<file path="config.mk">
export PLATFORM = sky130hd
export DESIGN_NAME = seg_display_top
export DESIGN_NICKNAME = d
export VERILOG_FILES = /design/src/seg_pkg.sv /design/src/digit_scanner.sv /design/src/hc595_shifter.sv /design/src/seg_display_top.sv
export VERILOG_INCLUDE_DIRS = /design/src
export SDC_FILE = /design/constraint.sdc
export NUM_CORES = 1
export LEC_CHECK = 0
export BUFFER_PORTS_ARGS = -buffer_cell sky130_fd_sc_hd__buf_2
export CAP_MARGIN = 20
export CORE_UTILIZATION = 64
export DETAILED_ROUTE_END_ITERATION = 16
export GPL_TIMING_DRIVEN = 0
export PLACE_DENSITY = 0.95
export SETUP_SLACK_MARGIN = 0.1
export SKIP_LAST_GASP = 1
export SLEW_MARGIN = 20
export SYNTH_ARGS = -nofsm -noshare
export SYNTH_HDL_FRONTEND = slang
export SYNTH_SLANG_ARGS = --single-unit
export TNS_END_PERCENT = 50
</file>
<file path="constraint.sdc">
create_clock -name clk -period 6.9 [get_ports clk]
set_input_delay 0.69 -clock clk [delete_from_list [all_inputs] [get_ports clk]]
set_output_delay 0.69 -clock clk [all_outputs]
set_load 0.005 [all_outputs]
</file>
<file path="src/seg_params.svh">
`ifndef SEG_PARAMS_SVH
`define SEG_PARAMS_SVH

// clock cycles spent on one serial bit of the 74HC595 chain
`define SEG_BIT_CLKS 24

// bits in one frame, two chained 8-bit registers
`define SEG_FRAME_BITS 16

// cycles from one digit update to the next
// must stay above SEG_FRAME_BITS * SEG_BIT_CLKS so a frame always completes
`define SEG_DWELL_CLKS 500

`endif

</file>
<file path="src/seg_pkg.sv">
package seg_pkg;

    // digit number, 0 is the leftmost digit
    typedef logic [1:0]  digit_idx_t;

    // one hex digit
    typedef logic [3:0]  nibble_t;

    // segments g..a in bits 6..0, bit 7 is the decimal point
    typedef logic [7:0]  seg_pattern_t;

    // four nibbles, digit 0 in bits 15..12
    typedef logic [15:0] display_value_t;

    // serial frame: pattern in 15..8, zero in 7..4, active-low select in 3..0
    typedef logic [15:0] ds_frame_t;

    typedef struct packed {
        digit_idx_t idx;
        nibble_t    value;
    } digit_req_t;

    typedef enum logic [1:0] {
        st_idle,
        st_issue,
        st_dwell
    } scan_state_t;

endpackage

</file>
<file path="src/digit_scanner.sv">
`timescale 1ns/1ps
`include "seg_params.svh"

module digit_scanner (
    input  logic                    clk,
    input  logic                    rst_n,
    input  logic                    enable,
    input  seg_pkg::display_value_t display_value,
    input  logic                    busy,
    output logic                    update,
    output seg_pkg::digit_req_t     digit_req
);
    import seg_pkg::*;

    localparam int DWELL_CLKS = `SEG_DWELL_CLKS;
    localparam int DWELL_W    = $clog2(DWELL_CLKS + 1);

    scan_state_t        state;
    display_value_t     value_q;
    digit_idx_t         digit_cnt;
    logic [DWELL_W-1:0] dwell_cnt;
    logic               dwell_done;
    logic               scan_start;
    logic               advance;
    nibble_t            cur_nibble;

    // ~~~~~~~~~~~~~~~~~~~~~~~~~~~~~~~~~~~~~~~~~~~~~~~~~~~~~~~~~~~~~~~~~~~~~~
    // sequencing
    // ~~~~~~~~~~~~~~~~~~~~~~~~~~~~~~~~~~~~~~~~~~~~~~~~~~~~~~~~~~~~~~~~~~~~~~

    // counter holds cycles since the last update, saturating at the dwell
    assign dwell_done = (dwell_cnt == DWELL_W'(DWELL_CLKS - 1));

    assign scan_start = (state == st_idle) && enable;
    assign advance    = (state == st_dwell) && enable && dwell_done && !busy;

    always_ff @(posedge clk or negedge rst_n) begin
        if (!rst_n) begin
            state     <= st_idle;
            digit_cnt <= '0;
            dwell_cnt <= '0;
        end else begin
            case (state)
                st_idle: begin
                    if (scan_start) begin
                        state     <= st_issue;
                        digit_cnt <= '0;
                    end
                end
                st_issue: begin
                    state     <= st_dwell;
                    dwell_cnt <= DWELL_W'(1);
                end
                st_dwell: begin
                    if (!dwell_done) begin
                        dwell_cnt <= dwell_cnt + 1'b1;
                    end
                    if (!enable) begin
                        // let the frame in flight finish before parking
                        if (!busy) begin
                            state <= st_idle;
                        end
                    end else if (advance) begin
                        state     <= st_issue;
                        digit_cnt <= digit_cnt + 1'b1;
                    end
                end
                default: begin
                    state <= st_idle;
                end
            endcase
        end
    end

    // new value is taken at scan start and whenever digit 0 comes round again
    always_ff @(posedge clk) begin
        if (scan_start || (advance && digit_cnt == 2'd3)) begin
            value_q <= display_value;
        end
    end

    // ~~~~~~~~~~~~~~~~~~~~~~~~~~~~~~~~~~~~~~~~~~~~~~~~~~~~~~~~~~~~~~~~~~~~~~
    // request to the shifter
    // ~~~~~~~~~~~~~~~~~~~~~~~~~~~~~~~~~~~~~~~~~~~~~~~~~~~~~~~~~~~~~~~~~~~~~~

    // digit 0 is the top nibble
    always_comb begin
        case (digit_cnt)
            2'd0:    cur_nibble = value_q[15:12];
            2'd1:    cur_nibble = value_q[11:8];
            2'd2:    cur_nibble = value_q[7:4];
            default: cur_nibble = value_q[3:0];
        endcase
    end

    assign digit_req.idx   = digit_cnt;
    assign digit_req.value = cur_nibble;

    // one-cycle strobe, the issue state lasts a single cycle
    assign update = (state == st_issue);

endmodule

</file>
<file path="src/hc595_shifter.sv">
`timescale 1ns/1ps
`include "seg_params.svh"

module hc595_shifter (
    input  logic                clk,
    input  logic                rst_n,
    input  logic                update,
    input  seg_pkg::digit_req_t digit_req,
    output logic                busy,
    output logic                ds_data,
    output logic                ds_shcp,
    output logic                ds_stcp
);
    import seg_pkg::*;

    localparam int BIT_CLKS   = `SEG_BIT_CLKS;
    localparam int FRAME_BITS = `SEG_FRAME_BITS;
    localparam int CNT_W      = $clog2(BIT_CLKS);
    localparam int BIT_W      = $clog2(FRAME_BITS);

    ds_frame_t        frame_q;
    seg_pattern_t     pattern;
    logic [3:0]       select_n;
    logic             start;

    logic [CNT_W-1:0] clk_cnt;
    logic [BIT_W-1:0] bit_cnt;
    logic             bit_end;
    logic             frame_end;
    logic             stcp_arm;

    // common-cathode patterns, decimal point kept dark
    function automatic seg_pattern_t hex_to_seg(input nibble_t n);
        case (n)
            4'h0:    hex_to_seg = 8'h3f;
            4'h1:    hex_to_seg = 8'h06;
            4'h2:    hex_to_seg = 8'h5b;
            4'h3:    hex_to_seg = 8'h4f;
            4'h4:    hex_to_seg = 8'h66;
            4'h5:    hex_to_seg = 8'h6d;
            4'h6:    hex_to_seg = 8'h7d;
            4'h7:    hex_to_seg = 8'h07;
            4'h8:    hex_to_seg = 8'h7f;
            4'h9:    hex_to_seg = 8'h6f;
            4'ha:    hex_to_seg = 8'h77;
            4'hb:    hex_to_seg = 8'h7c;
            4'hc:    hex_to_seg = 8'h39;
            4'hd:    hex_to_seg = 8'h5e;
            4'he:    hex_to_seg = 8'h79;
            default: hex_to_seg = 8'h71;
        endcase
    endfunction

    // ~~~~~~~~~~~~~~~~~~~~~~~~~~~~~~~~~~~~~~~~~~~~~~~~~~~~~~~~~~~~~~~~~~~~~~
    // frame capture
    // ~~~~~~~~~~~~~~~~~~~~~~~~~~~~~~~~~~~~~~~~~~~~~~~~~~~~~~~~~~~~~~~~~~~~~~

    // requests arriving mid-frame are dropped
    assign start = update && !busy;

    assign pattern  = hex_to_seg(digit_req.value);
    // digit k pulls select bit 3-k low
    assign select_n = ~(4'b0001 << (2'd3 - digit_req.idx));

    always_ff @(posedge clk) begin
        if (start) begin
            frame_q <= {pattern, 4'b0000, select_n};
        end
    end

    // ~~~~~~~~~~~~~~~~~~~~~~~~~~~~~~~~~~~~~~~~~~~~~~~~~~~~~~~~~~~~~~~~~~~~~~
    // bit timing
    // ~~~~~~~~~~~~~~~~~~~~~~~~~~~~~~~~~~~~~~~~~~~~~~~~~~~~~~~~~~~~~~~~~~~~~~

    assign bit_end   = busy && (clk_cnt == CNT_W'(BIT_CLKS - 1));
    assign frame_end = bit_end && (bit_cnt == BIT_W'(FRAME_BITS - 1));

    always_ff @(posedge clk or negedge rst_n) begin
        if (!rst_n) begin
            busy    <= 1'b0;
            clk_cnt <= '0;
            bit_cnt <= '0;
        end else if (start) begin
            busy    <= 1'b1;
            clk_cnt <= '0;
            bit_cnt <= '0;
        end else if (busy) begin
            if (bit_end) begin
                clk_cnt <= '0;
                bit_cnt <= frame_end ? '0 : bit_cnt + 1'b1;
            end else begin
                clk_cnt <= clk_cnt + 1'b1;
            end
            if (frame_end) begin
                busy <= 1'b0;
            end
        end
    end

    // ~~~~~~~~~~~~~~~~~~~~~~~~~~~~~~~~~~~~~~~~~~~~~~~~~~~~~~~~~~~~~~~~~~~~~~
    // serial lines
    // ~~~~~~~~~~~~~~~~~~~~~~~~~~~~~~~~~~~~~~~~~~~~~~~~~~~~~~~~~~~~~~~~~~~~~~

    // data moves a quarter bit in, msb first
    always_ff @(posedge clk or negedge rst_n) begin
        if (!rst_n) begin
            ds_data <= 1'b0;
        end else if (busy && clk_cnt == CNT_W'(BIT_CLKS / 4 - 1)) begin
            ds_data <= frame_q[BIT_W'(FRAME_BITS - 1) - bit_cnt];
        end
    end

    // shift clock high for the second half of every bit
    always_ff @(posedge clk or negedge rst_n) begin
        if (!rst_n) begin
            ds_shcp <= 1'b0;
        end else if (busy && clk_cnt == CNT_W'(BIT_CLKS / 2 - 1)) begin
            ds_shcp <= 1'b1;
        end else if (bit_end) begin
            ds_shcp <= 1'b0;
        end
    end

    always_ff @(posedge clk or negedge rst_n) begin
        if (!rst_n) begin
            stcp_arm <= 1'b0;
        end else begin
            stcp_arm <= frame_end;
        end
    end

    // latch pulse one cycle after the last bit, held until the next frame's first bit
    always_ff @(posedge clk or negedge rst_n) begin
        if (!rst_n) begin
            ds_stcp <= 1'b0;
        end else if (stcp_arm) begin
            ds_stcp <= 1'b1;
        end else if (bit_end && bit_cnt == '0) begin
            ds_stcp <= 1'b0;
        end
    end

endmodule

</file>
<file path="src/seg_display_top.sv">
`timescale 1ns/1ps

module seg_display_top (
    input  logic                    clk,
    input  logic                    rst_n,
    input  logic                    enable,
    input  seg_pkg::display_value_t display_value,
    output logic                    ds_data,
    output logic                    ds_shcp,
    output logic                    ds_stcp
);
    import seg_pkg::*;

    digit_req_t digit_req;
    logic       update;
    logic       busy;

    // picks the digit and paces the scan
    digit_scanner i_scanner (
        .clk           (clk),
        .rst_n         (rst_n),
        .enable        (enable),
        .display_value (display_value),
        .busy          (busy),
        .update        (update),
        .digit_req     (digit_req)
    );

    // drives the 74HC595 chain
    hc595_shifter i_shifter (
        .clk       (clk),
        .rst_n     (rst_n),
        .update    (update),
        .digit_req (digit_req),
        .busy      (busy),
        .ds_data   (ds_data),
        .ds_shcp   (ds_shcp),
        .ds_stcp   (ds_stcp)
    );

endmodule

</file>
Word-level counts from Yosys, hierarchy flattened
Memories as Yosys holds them, arrays and structs flattened. A register that Yosys moved wholly into a read port is not among the register bits.
Index checks and enable logic that the tools add are counted.
{"block": "word_totals", "ff_bits": 55, "romBits": 112, "in_bits": 19, "out_inout_bits": 3, "mem_count": 1}
{"memory": "(no name shown)", "depth": 16, "width": 7, "rd": 1, "rd_clocked_by_memory_dff": 1, "write_ports": 0, "line": "hc595_shifter.sv:34", "source": "case (n)"}
{"block": "classes", "addsub": 6, "order_cmp": 1, "eq_ne": 16, "n_shift": 1, "n_mux": 28, "bitwise_logic": 1, "reduce_logical": 26}
{"cell": "9-bit one-hot mux with 2 select lines", "n": 1}
{"cell": "4-bit two-way mux", "n": 4}
{"cell": "5-bit two-way mux", "n": 3}
{"cell": "2-bit two-way mux", "n": 7}
{"cell": "4-bit one-hot mux with 3 select lines", "n": 1}
{"cell": "2-bit nonzero test", "n": 6}
{"cell": "1-bit logical AND", "n": 11}
{"cell": "9-bit by 1-bit adder with 9-bit output, second input constant", "n": 1}
{"cell": "9-bit == test, second input constant", "n": 1}
{"cell": "9-bit two-way mux", "n": 1}
{"cell": "1-bit two-way mux", "n": 8}
{"cell": "2-bit == test, second input constant", "n": 3}
{"cell": "2-bit one-hot mux with 3 select lines", "n": 1}
{"cell": "5-bit by 1-bit adder with 5-bit output, second input constant", "n": 1}
{"cell": "5-bit by 3-bit == test with 1-bit output, second input constant", "n": 1}
{"cell": "5-bit by 4-bit == test with 1-bit output, second input constant", "n": 1}
{"cell": "5-bit == test, second input constant", "n": 1}
{"cell": "4-bit by 5-bit less-than comparator with 1-bit output, second input constant", "n": 1}
{"cell": "4-bit by 1-bit adder with 4-bit output, second input constant", "n": 1}
{"cell": "1-bit binary-select mux with 4-bit select", "n": 1}
{"cell": "2-bit by 1-bit == test with 1-bit output, second input constant", "n": 2}
{"cell": "4-bit == test, second input constant", "n": 1}
{"cell": "2-bit zero test", "n": 2}
{"cell": "4-bit zero test", "n": 1}
{"cell": "other kinds (15)", "n": 18}

Longest topological paths before layout
Gate-level depths: netlist (run 1).
{"block": "depth", "depth_word": 7, "mapped_depth": 8, "depth_no_buf": 8}

Modules after synthesis
Synthesis (run 1) repeated with hierarchy kept, for this count alone.
{"block": "hier_totals", "hier_cells": 241, "area_unflattened_um2": 2807.7}
{"mod": "hc595_shifter", "instances": 1, "cells_each": 137, "area_per_inst_um2": 1472.7}
{"mod": "digit_scanner", "instances": 1, "cells_each": 104, "area_per_inst_um2": 1335.0}

Worst setup path after synthesis (run 1)
Ideal clock, no wire load.
{"block": "synth_timing", "path_type": "reg2reg", "startpoint": "register i_scanner.digit_cnt[0]", "endpoint": "register i_shifter.frame_q[11] (data pin)", "setup_ps": 257, "arrival_ps": 2202, "t_required_ps": 6643, "slack_ps": 4441, "path_stages_with_launch": 9, "n_path_buf": 0, "path_cell_list": "dfrtp_1 inv_1 ha_1 a222oi_1 mux2_2 inv_1 ha_1 or2_2 a32o_1"}
{"block": "synth_between", "elab_chain_cells": 2, "elab_cells_between_ends": 4}
{"element": "start: declaration", "line": "digit_scanner.sv:20", "source": "digit_idx_t digit_cnt;"}
{"element": "start signal: assignment", "line": "digit_scanner.sv:65", "source": "digit_cnt <= digit_cnt + 1'b1;"}
{"element": "2-bit == test (tied with other cells)", "line": "digit_scanner.sv:88", "source": "case (digit_cnt)"}
{"element": "4-bit one-hot mux with 3 select lines *", "line": "digit_scanner.sv:88"}
{"element": "end: declaration", "line": "hc595_shifter.sv:21", "source": "ds_frame_t frame_q;"}
Every way passes the cells marked *; elsewhere a longest branch is shown, timed or not.
A chain may end at the register's enable or synchronous reset.

Worst setup path after layout (run 1)
Ends and elaborated chain as after synthesis.

==> results of run 1 <==
-- synth_stat cells (2+ instances only) --
library cell / count / area share, %
nand2_1: 22 / 3.0
buf_4: 2 / 0.54
o31ai_1: 2 / 0.54
nand3b_1: 3 / 0.82
nor2_1: 11 / 1.5
a222oi_1: 4 / 1.5
and3_1: 2 / 0.45
inv_1: 21 / 2.9
nand4_1: 5 / 1.1
a32o_1: 3 / 1.1
nor3b_1: 2 / 0.54
xnor2_1: 2 / 0.64
a22oi_1: 2 / 0.54
nand3_1: 10 / 1.8
ha_1: 16 / 7.3
mux4_2: 2 / 1.6
dfrtp_1: 27 / 24
edfxtp_1: 27 / 29
clkbuf_1: 3 / 0.41
nand2b_1: 3 / 0.68
buf_2: 2 / 0.36
mux2_2: 2 / 0.82
nor4b_1: 2 / 0.64
a21o_1: 2 / 0.54
nor3_1: 2 / 0.36
o21ai_0: 10 / 1.8
a21oi_1: 10 / 1.8
nor2b_1: 5 / 1.1
mux2i_1: 11 / 4.0
-- critical path, cell delays in order (launching register included) --
cell and delay, ns:
dfrtp_1 0.48, inv_1 0.10, ha_1 0.27, a222oi_1 0.41
mux2_2 0.35, inv_1 0.09, ha_1 0.31, or2_2 0.29
a32o_1 0.25
-- kinds of logic (layout without fill, tap and decap cells) --
kind of cell | after synthesis | count (layout) | synth area share [%]
fa+ha+maj | 16 | 16 | 7.26
xor+xnor | 2 | 2 | 0.635
flops | 54 | 54 | 53.9
simple gates | 78 | 78 | 15.6
buf+inv | 29 | 58 | 4.58
mux | 15 | 15 | 6.44
compound gates | 45 | 45 | 11.6
-- per-layer routing --
layer / global-route usage, % / part of all wire [%]
met1: 27.8 / 44
met2: 39.7 / 51
met3: 6.42 / 4.0
met4: 11.7 / 1.0
met5: 0 / 0
-- power by group --
group | switching (mW) | internal [mW] | total, mW
Clock | 0.0991 | 0.0696 | 0.169
Combinational | 0.134 | 0.105 | 0.240
Sequential | 0.0497 | 0.402 | 0.452
-- worst paths after layout --
check	startpoint	end	cells past startpoint
worst max-delay path	i_scanner.digit_cnt[0]	i_shifter.frame_q[11]	8
worst min-delay path	rst_n	i_shifter.ds_shcp	1
worst max register to register	i_scanner.digit_cnt[0]	i_shifter.frame_q[11]	8
worst min register to register	i_shifter.stcp_arm	i_shifter.ds_stcp	1
max in group asynchronous	rst_n	i_scanner.dwell_cnt[6]	1
min in group clk	i_shifter.stcp_arm	i_shifter.ds_stcp	1
-- per-stage QoR --
step	hold slack (ns)	cell area (µm²)	power, mW
floorplan	0.394	2760	0.629
global placement	0.406	2930	0.676
detailed placement	0.428	2930	0.693
CTS	0.384	3010	0.862
global route	0.408	3020	0.916
finish	0.360	3020	0.860
-- sequential cells by signal (all words and copies together), names as in the netlist, 2 cells and up --
register / flops
i_shifter.clk_cnt: 5
i_scanner.dwell_cnt: 9
i_shifter.bit_cnt: 4
i_scanner.digit_cnt: 2
i_scanner.state: 2
i_shifter.frame_q: 11
i_scanner.value_q: 16
-- cell type report --
| class | instances | area share (%) |
|---|---|---|
| well taps | 50 | 2.07 |
| clock buffers | 5 | 2.28 |
| multi-input cells | 156 | 38.2 |
| clock inverters | 3 | 0.539 |
| repair buffers | 21 | 3.48 |
| flip-flops and latches | 54 | 49.3 |
| inverters | 21 | 2.61 |
| plain buffers | 8 | 1.58 |
==> reports/qor.yml, run 1 <==
status: "complete, no violations"
cts_inserted_buffers: 5
period_minus_slack_ns: 2.80
root_buffer: "clkbuf_8"
finalCritPeriodShare_pct: 40.6
dieArea_um2: 4580
fin_setup_tns_ns: 0
antenna_left: 0
critPathCaptureType: "flop"
ys_async_sr_fraction_pct: 50.0
grt_usage_pct: 23.7
final_hold_viol_count: 0
final_cell_mix: "dfrtp_1, edfxtp_1, buf_2, nand2_1, inv_1"
path_clk_slew_ns: 0.09
overflow: 0
port_buffers: 21
leakage_nw: 1.26
multi_input_area_um2: 1150
fin_ws_ns: 4.10
holdBufCountCts: 0
synth_cell_type_count: 53
n_fill_cell: 257
gp_congestion: 0.864
cts_buffer_depth: 2
diodes: 0
power_density_nw_per_um2: 285
place_hpwl_um: 3260
postCtsSetupBuffers: 0
critPathMaxFanout: 10
slew_headroom_pct: 51.6
die_w_um: 67.7
syn_inst: 239
detail_route.first_pass.iterations: 4
critPathLaunchType: "flop"
ys_ff_latch: 54
avgViaCountPerCell: 5.94
cts_tree: "done"
regArea_um2: 1490
clock_latency_ns: 0.31
arrival_ns: 2.87
wl_per_cell_um: 14.6
nets: 302
rows: 23
worst-slew-pin-transition_ns: 0.723
cts-resized-gates: 0
finalClockSkew_ns: 0.00633
placeableCoreArea_um2: 4060
maxSlewViolCount: 0
stdcell_count: 318
ys.flop_type: "edfxtp_1"
grt_max_degree: 28
fin_util_pct: 74.3
r2r_slack_ns: 4.10
synth_nets: 274
grt_pass1_wl_um: 7860
syn_area_per_cell_um2: 11.5
pre_cts_ws_ns: 4.22
first_global_vias: 1819
cp.required_ns: 6.97
antenna_found_initial: 0
dp.cells: 310
die_y_um: 67.7
ioPinCount: 22
rsz0062_at_grt: "false"
synth_edf_count: 27
min_path_type: "input pin to asynchronous set/reset pin"
synth_area_um2: 2760
drt-total-wl_um: 4650
area_growth_syn_to_layout_pct: 9.34
drive_gt1_share_pct: 17.5
setup_viol: 0
via_count: 1889
yosysWarnings: 0
drc: 0
h-tree-depth: 2
max_freq_mhz: 357
criticalPathCategory: "flop to flop"
ir_drop_v: 0.000180
initial_core_util_pct: 68.0
clock_sinks: 54
drt_iter0_drc: 167
drv_cap: 0
synth_seq_area_share_pct: 53.9
No activity file was read; power rests on OpenSTA's default activity.
==> run 2, diff against run 1 <==
--- a/config.mk
+++ b/config.mk
@@ -6,12 +6,13 @@
 export SDC_FILE = /design/constraint.sdc
 export NUM_CORES = 1
 export LEC_CHECK = 0
+export ABC_AREA = 1
 export BUFFER_PORTS_ARGS = -buffer_cell sky130_fd_sc_hd__buf_2
 export CAP_MARGIN = 20
-export CORE_UTILIZATION = 64
+export CORE_UTILIZATION = 54
 export DETAILED_ROUTE_END_ITERATION = 16
 export GPL_TIMING_DRIVEN = 0
-export PLACE_DENSITY = 0.95
+export PLACE_DENSITY = 0.88
 export SETUP_SLACK_MARGIN = 0.1
 export SKIP_LAST_GASP = 1
 export SLEW_MARGIN = 20
==> constraint.sdc (replaced) <==
create_clock -name clk -period 2.4 [get_ports clk]
set_input_delay 0.24 -clock clk [delete_from_list [all_inputs] [get_ports clk]]
set_output_delay 0.24 -clock clk [all_outputs]
set_load 0.005 [all_outputs]
==> reports/qor.yml, run 2 <==
grt_usage_pct: 17.9
fin_setup_tns_ns: 0
synth_top_area_share_pct: 28.1
final_hold_viol_count: 0
regArea_um2: 1490
highest_layer: "met4"
critPathMaxFanout: 6
switching_share_pct: 41.6
p_int_mw: 1.98
critPathCaptureType: "flop"
initial_core_util_pct: 56.2
synth_edf_count: 27
criticalPathCategory: "flop to flop"
syn_inst: 326
max_freq_mhz: 481
synth_area_um2: 2890
synth_seq_area_share_pct: 51.5
path_clk_slew_ns: 0.09
seqPwrFrac_pct: 40.8
fin_ws_ns: 0.320
synth_cell_type_count: 33
h-tree-depth: 2
rows: 26
synth_nets: 361
worstReg2RegStart: "i_scanner.digit_cnt[0]"
die_y_um: 75.1
worst-slew-pin-transition_ns: 0.713
wl_per_cell_um: 11.0
yosys-top-cells-area: "edfxtp_1, dfrtp_1, nand2_1, ha_1, inv_1"
arrival_ns: 2.15
fin_util_pct: 62.4
status: "complete, no violations"
final_cell_mix: "nand2_1, inv_1, edfxtp_1, nor2_1, dfrtp_1"
clock_latency_ns: 0.30
power_mw: 3.39
ys_ff_latch: 54
drt_iter0_drc: 99
wl_met2_um: 2400
cts_buffer_depth: 2
placeableCoreArea_um2: 5140
min_path_type: "input pin to flop"
drive_gt1_share_pct: 16.2
finalClockSkew_ns: 0.00365
ys.flop_type: "edfxtp_1"
combPwrFrac_pct: 44.8
dr_wl_met3_um: 149
antenna_found_initial: 0
die_w_um: 75.1
clock_sinks: 54
stdcell_count: 428
multi_input_area_um2: 1220
first_global_vias: 1901
drc: 0
grt_max_degree: 28
via_count: 2150
synth_common_cells: "nand2_1, inv_1, dfrtp_1, edfxtp_1, nor2_1"
ioPinCount: 22
dp.cells: 417
yosysWarnings: 0
rsz0062_at_grt: "false"
cts_inserted_buffers: 5
antenna_left: 0
critPathLaunchType: "flop"
n_fill_cell: 437
dieArea_um2: 5640
port_buffers: 21
finalCritPeriodShare_pct: 86.7
root_buffer: "clkbuf_8"
area_growth_syn_to_layout_pct: 11.1
overflow: 0
detail_route.first_pass.iterations: 4
ys_async_sr_fraction_pct: 50.0
design_area_um2: 3210
drv_cap: 0
largest_reg_flops: 16
gp_congestion: 0.906
final_common_cell: "nand2_1"
slew_headroom_pct: 52.5
cp.required_ns: 2.47
yosysMostFrequentCell: "nand2_1"
top_regs: "i_scanner.value_q: 16 flops, i_shifter.frame_q: 11 flops, i_scanner.dwell_cnt: 9 flops"
largest_register: "i_scanner.value_q"
placed_cell_area_um2: 3080
pre_cts_ws_ns: 0.127
leakage_nw: 1.53
wl_met1_um: 2140
maxSlewViolCount: 0
place_hpwl_um: 3540
yosys.area.top_type: "edfxtp_1"
nets: 392
ir_drop_v: 0.000654
pwr-share-clk_pct: 14.3
period_minus_slack_ns: 2.08
avgViaCountPerCell: 5.02
grt_pass1_wl_um: 7680
crit_start: "i_scanner.digit_cnt[0]"
cts_tree: "done"
diodes: 0
syn_area_per_cell_um2: 8.85
whs_ns: 0.113
setup_viol: 0
p_switching_mw: 1.41
drt-total-wl_um: 4720
hold_start: "display_value[0]"
power_density_nw_per_um2: 1060
==> run 2: cell types whose count changed after synthesis, sizes merged, moves of 4 or more <==
cell / change
mux2i: -11
nand3: +15
o21ai: +6
nor2b: -5
nand2: +75
a21oi: -6
inv: +29
buf: -4
a222oi: -4
nor2: +21
==> run 2: cell type report <==
class | count | area share, %
timing repair buffer | 24 | 4.06
tap | 70 | 2.73
clock inverter | 3 | 0.625
buffer | 1 | 0.156
multi-input combinational | 221 | 38.0
inverter | 50 | 5.85
clock buffer | 5 | 2.15
sequential | 54 | 46.4
==> run 2: path summary, 6_finish.rpt <==
check | to | slack, ns | cells after the start
worst min register to register | i_shifter.ds_stcp | 0.44 | 1
worst max-delay path | i_shifter.frame_q[11] | 0.32 | 13
worst min-delay path | i_scanner.value_q[0] | 0.11 | 1
worst max register to register | i_shifter.frame_q[11] | 0.32 | 13
max in group asynchronous | i_scanner.digit_cnt[0] | 1.51 | 2
min in group asynchronous | i_shifter.clk_cnt[3] | 0.47 | 2
==> run 2: routing by layer <==
metal  vias to the layer above  track usage, %
met3                         2            3.88
met2                        43            32.6
li1                       1117               -
met5                         -               0
met4                         0            5.45
met1                       988            21.2
==> run 2: kinds of logic after synthesis <==
| family | count (synthesis) | share of synthesized area (%) |
|---|---|---|
| compound gates | 31 | 6.59 |
| xor+xnor | 5 | 1.52 |
| fa+ha+maj | 16 | 6.94 |
| buf+inv | 51 | 6.68 |
| flops | 54 | 51.5 |
| simple gates | 169 | 26.8 |
==> run 2: what timing repair did <==
action                                  4_1_cts  5_1_grt
gates resized for setup                       0        2
hold buffers                                  1        0
setup buffers                                 0        2
endpoints found under the setup margin        0        3
hold endpoints to repair                     27        0
==> run 2: worst max-delay path, cell delays in order (launching register included) <==
cell and delay [ns]:
dfrtp_2 0.45, inv_1 0.10, ha_1 0.26, nand2_1 0.09, nand2_1 0.07, nor2_1 0.05, nor2_2 0.22, ha_1 0.28
nand3_1 0.08, nand2_1 0.06, inv_1 0.06, nand2_1 0.05, nand2_1 0.05, inv_1 0.03
==> run 2: power by group through the flow <==
stage / combinational (mW) / clock, mW / sequential, mW
2_1_floorplan: 1.16 / 0 / 1.37
3_3_place_gp: 1.40 / 0 / 1.39
3_5_place_dp: 1.47 / 0 / 1.40
4_1_cts: 1.49 / 0.499 / 1.38
5_1_grt: 1.77 / 0.531 / 1.41
6_report: 1.52 / 0.486 / 1.39
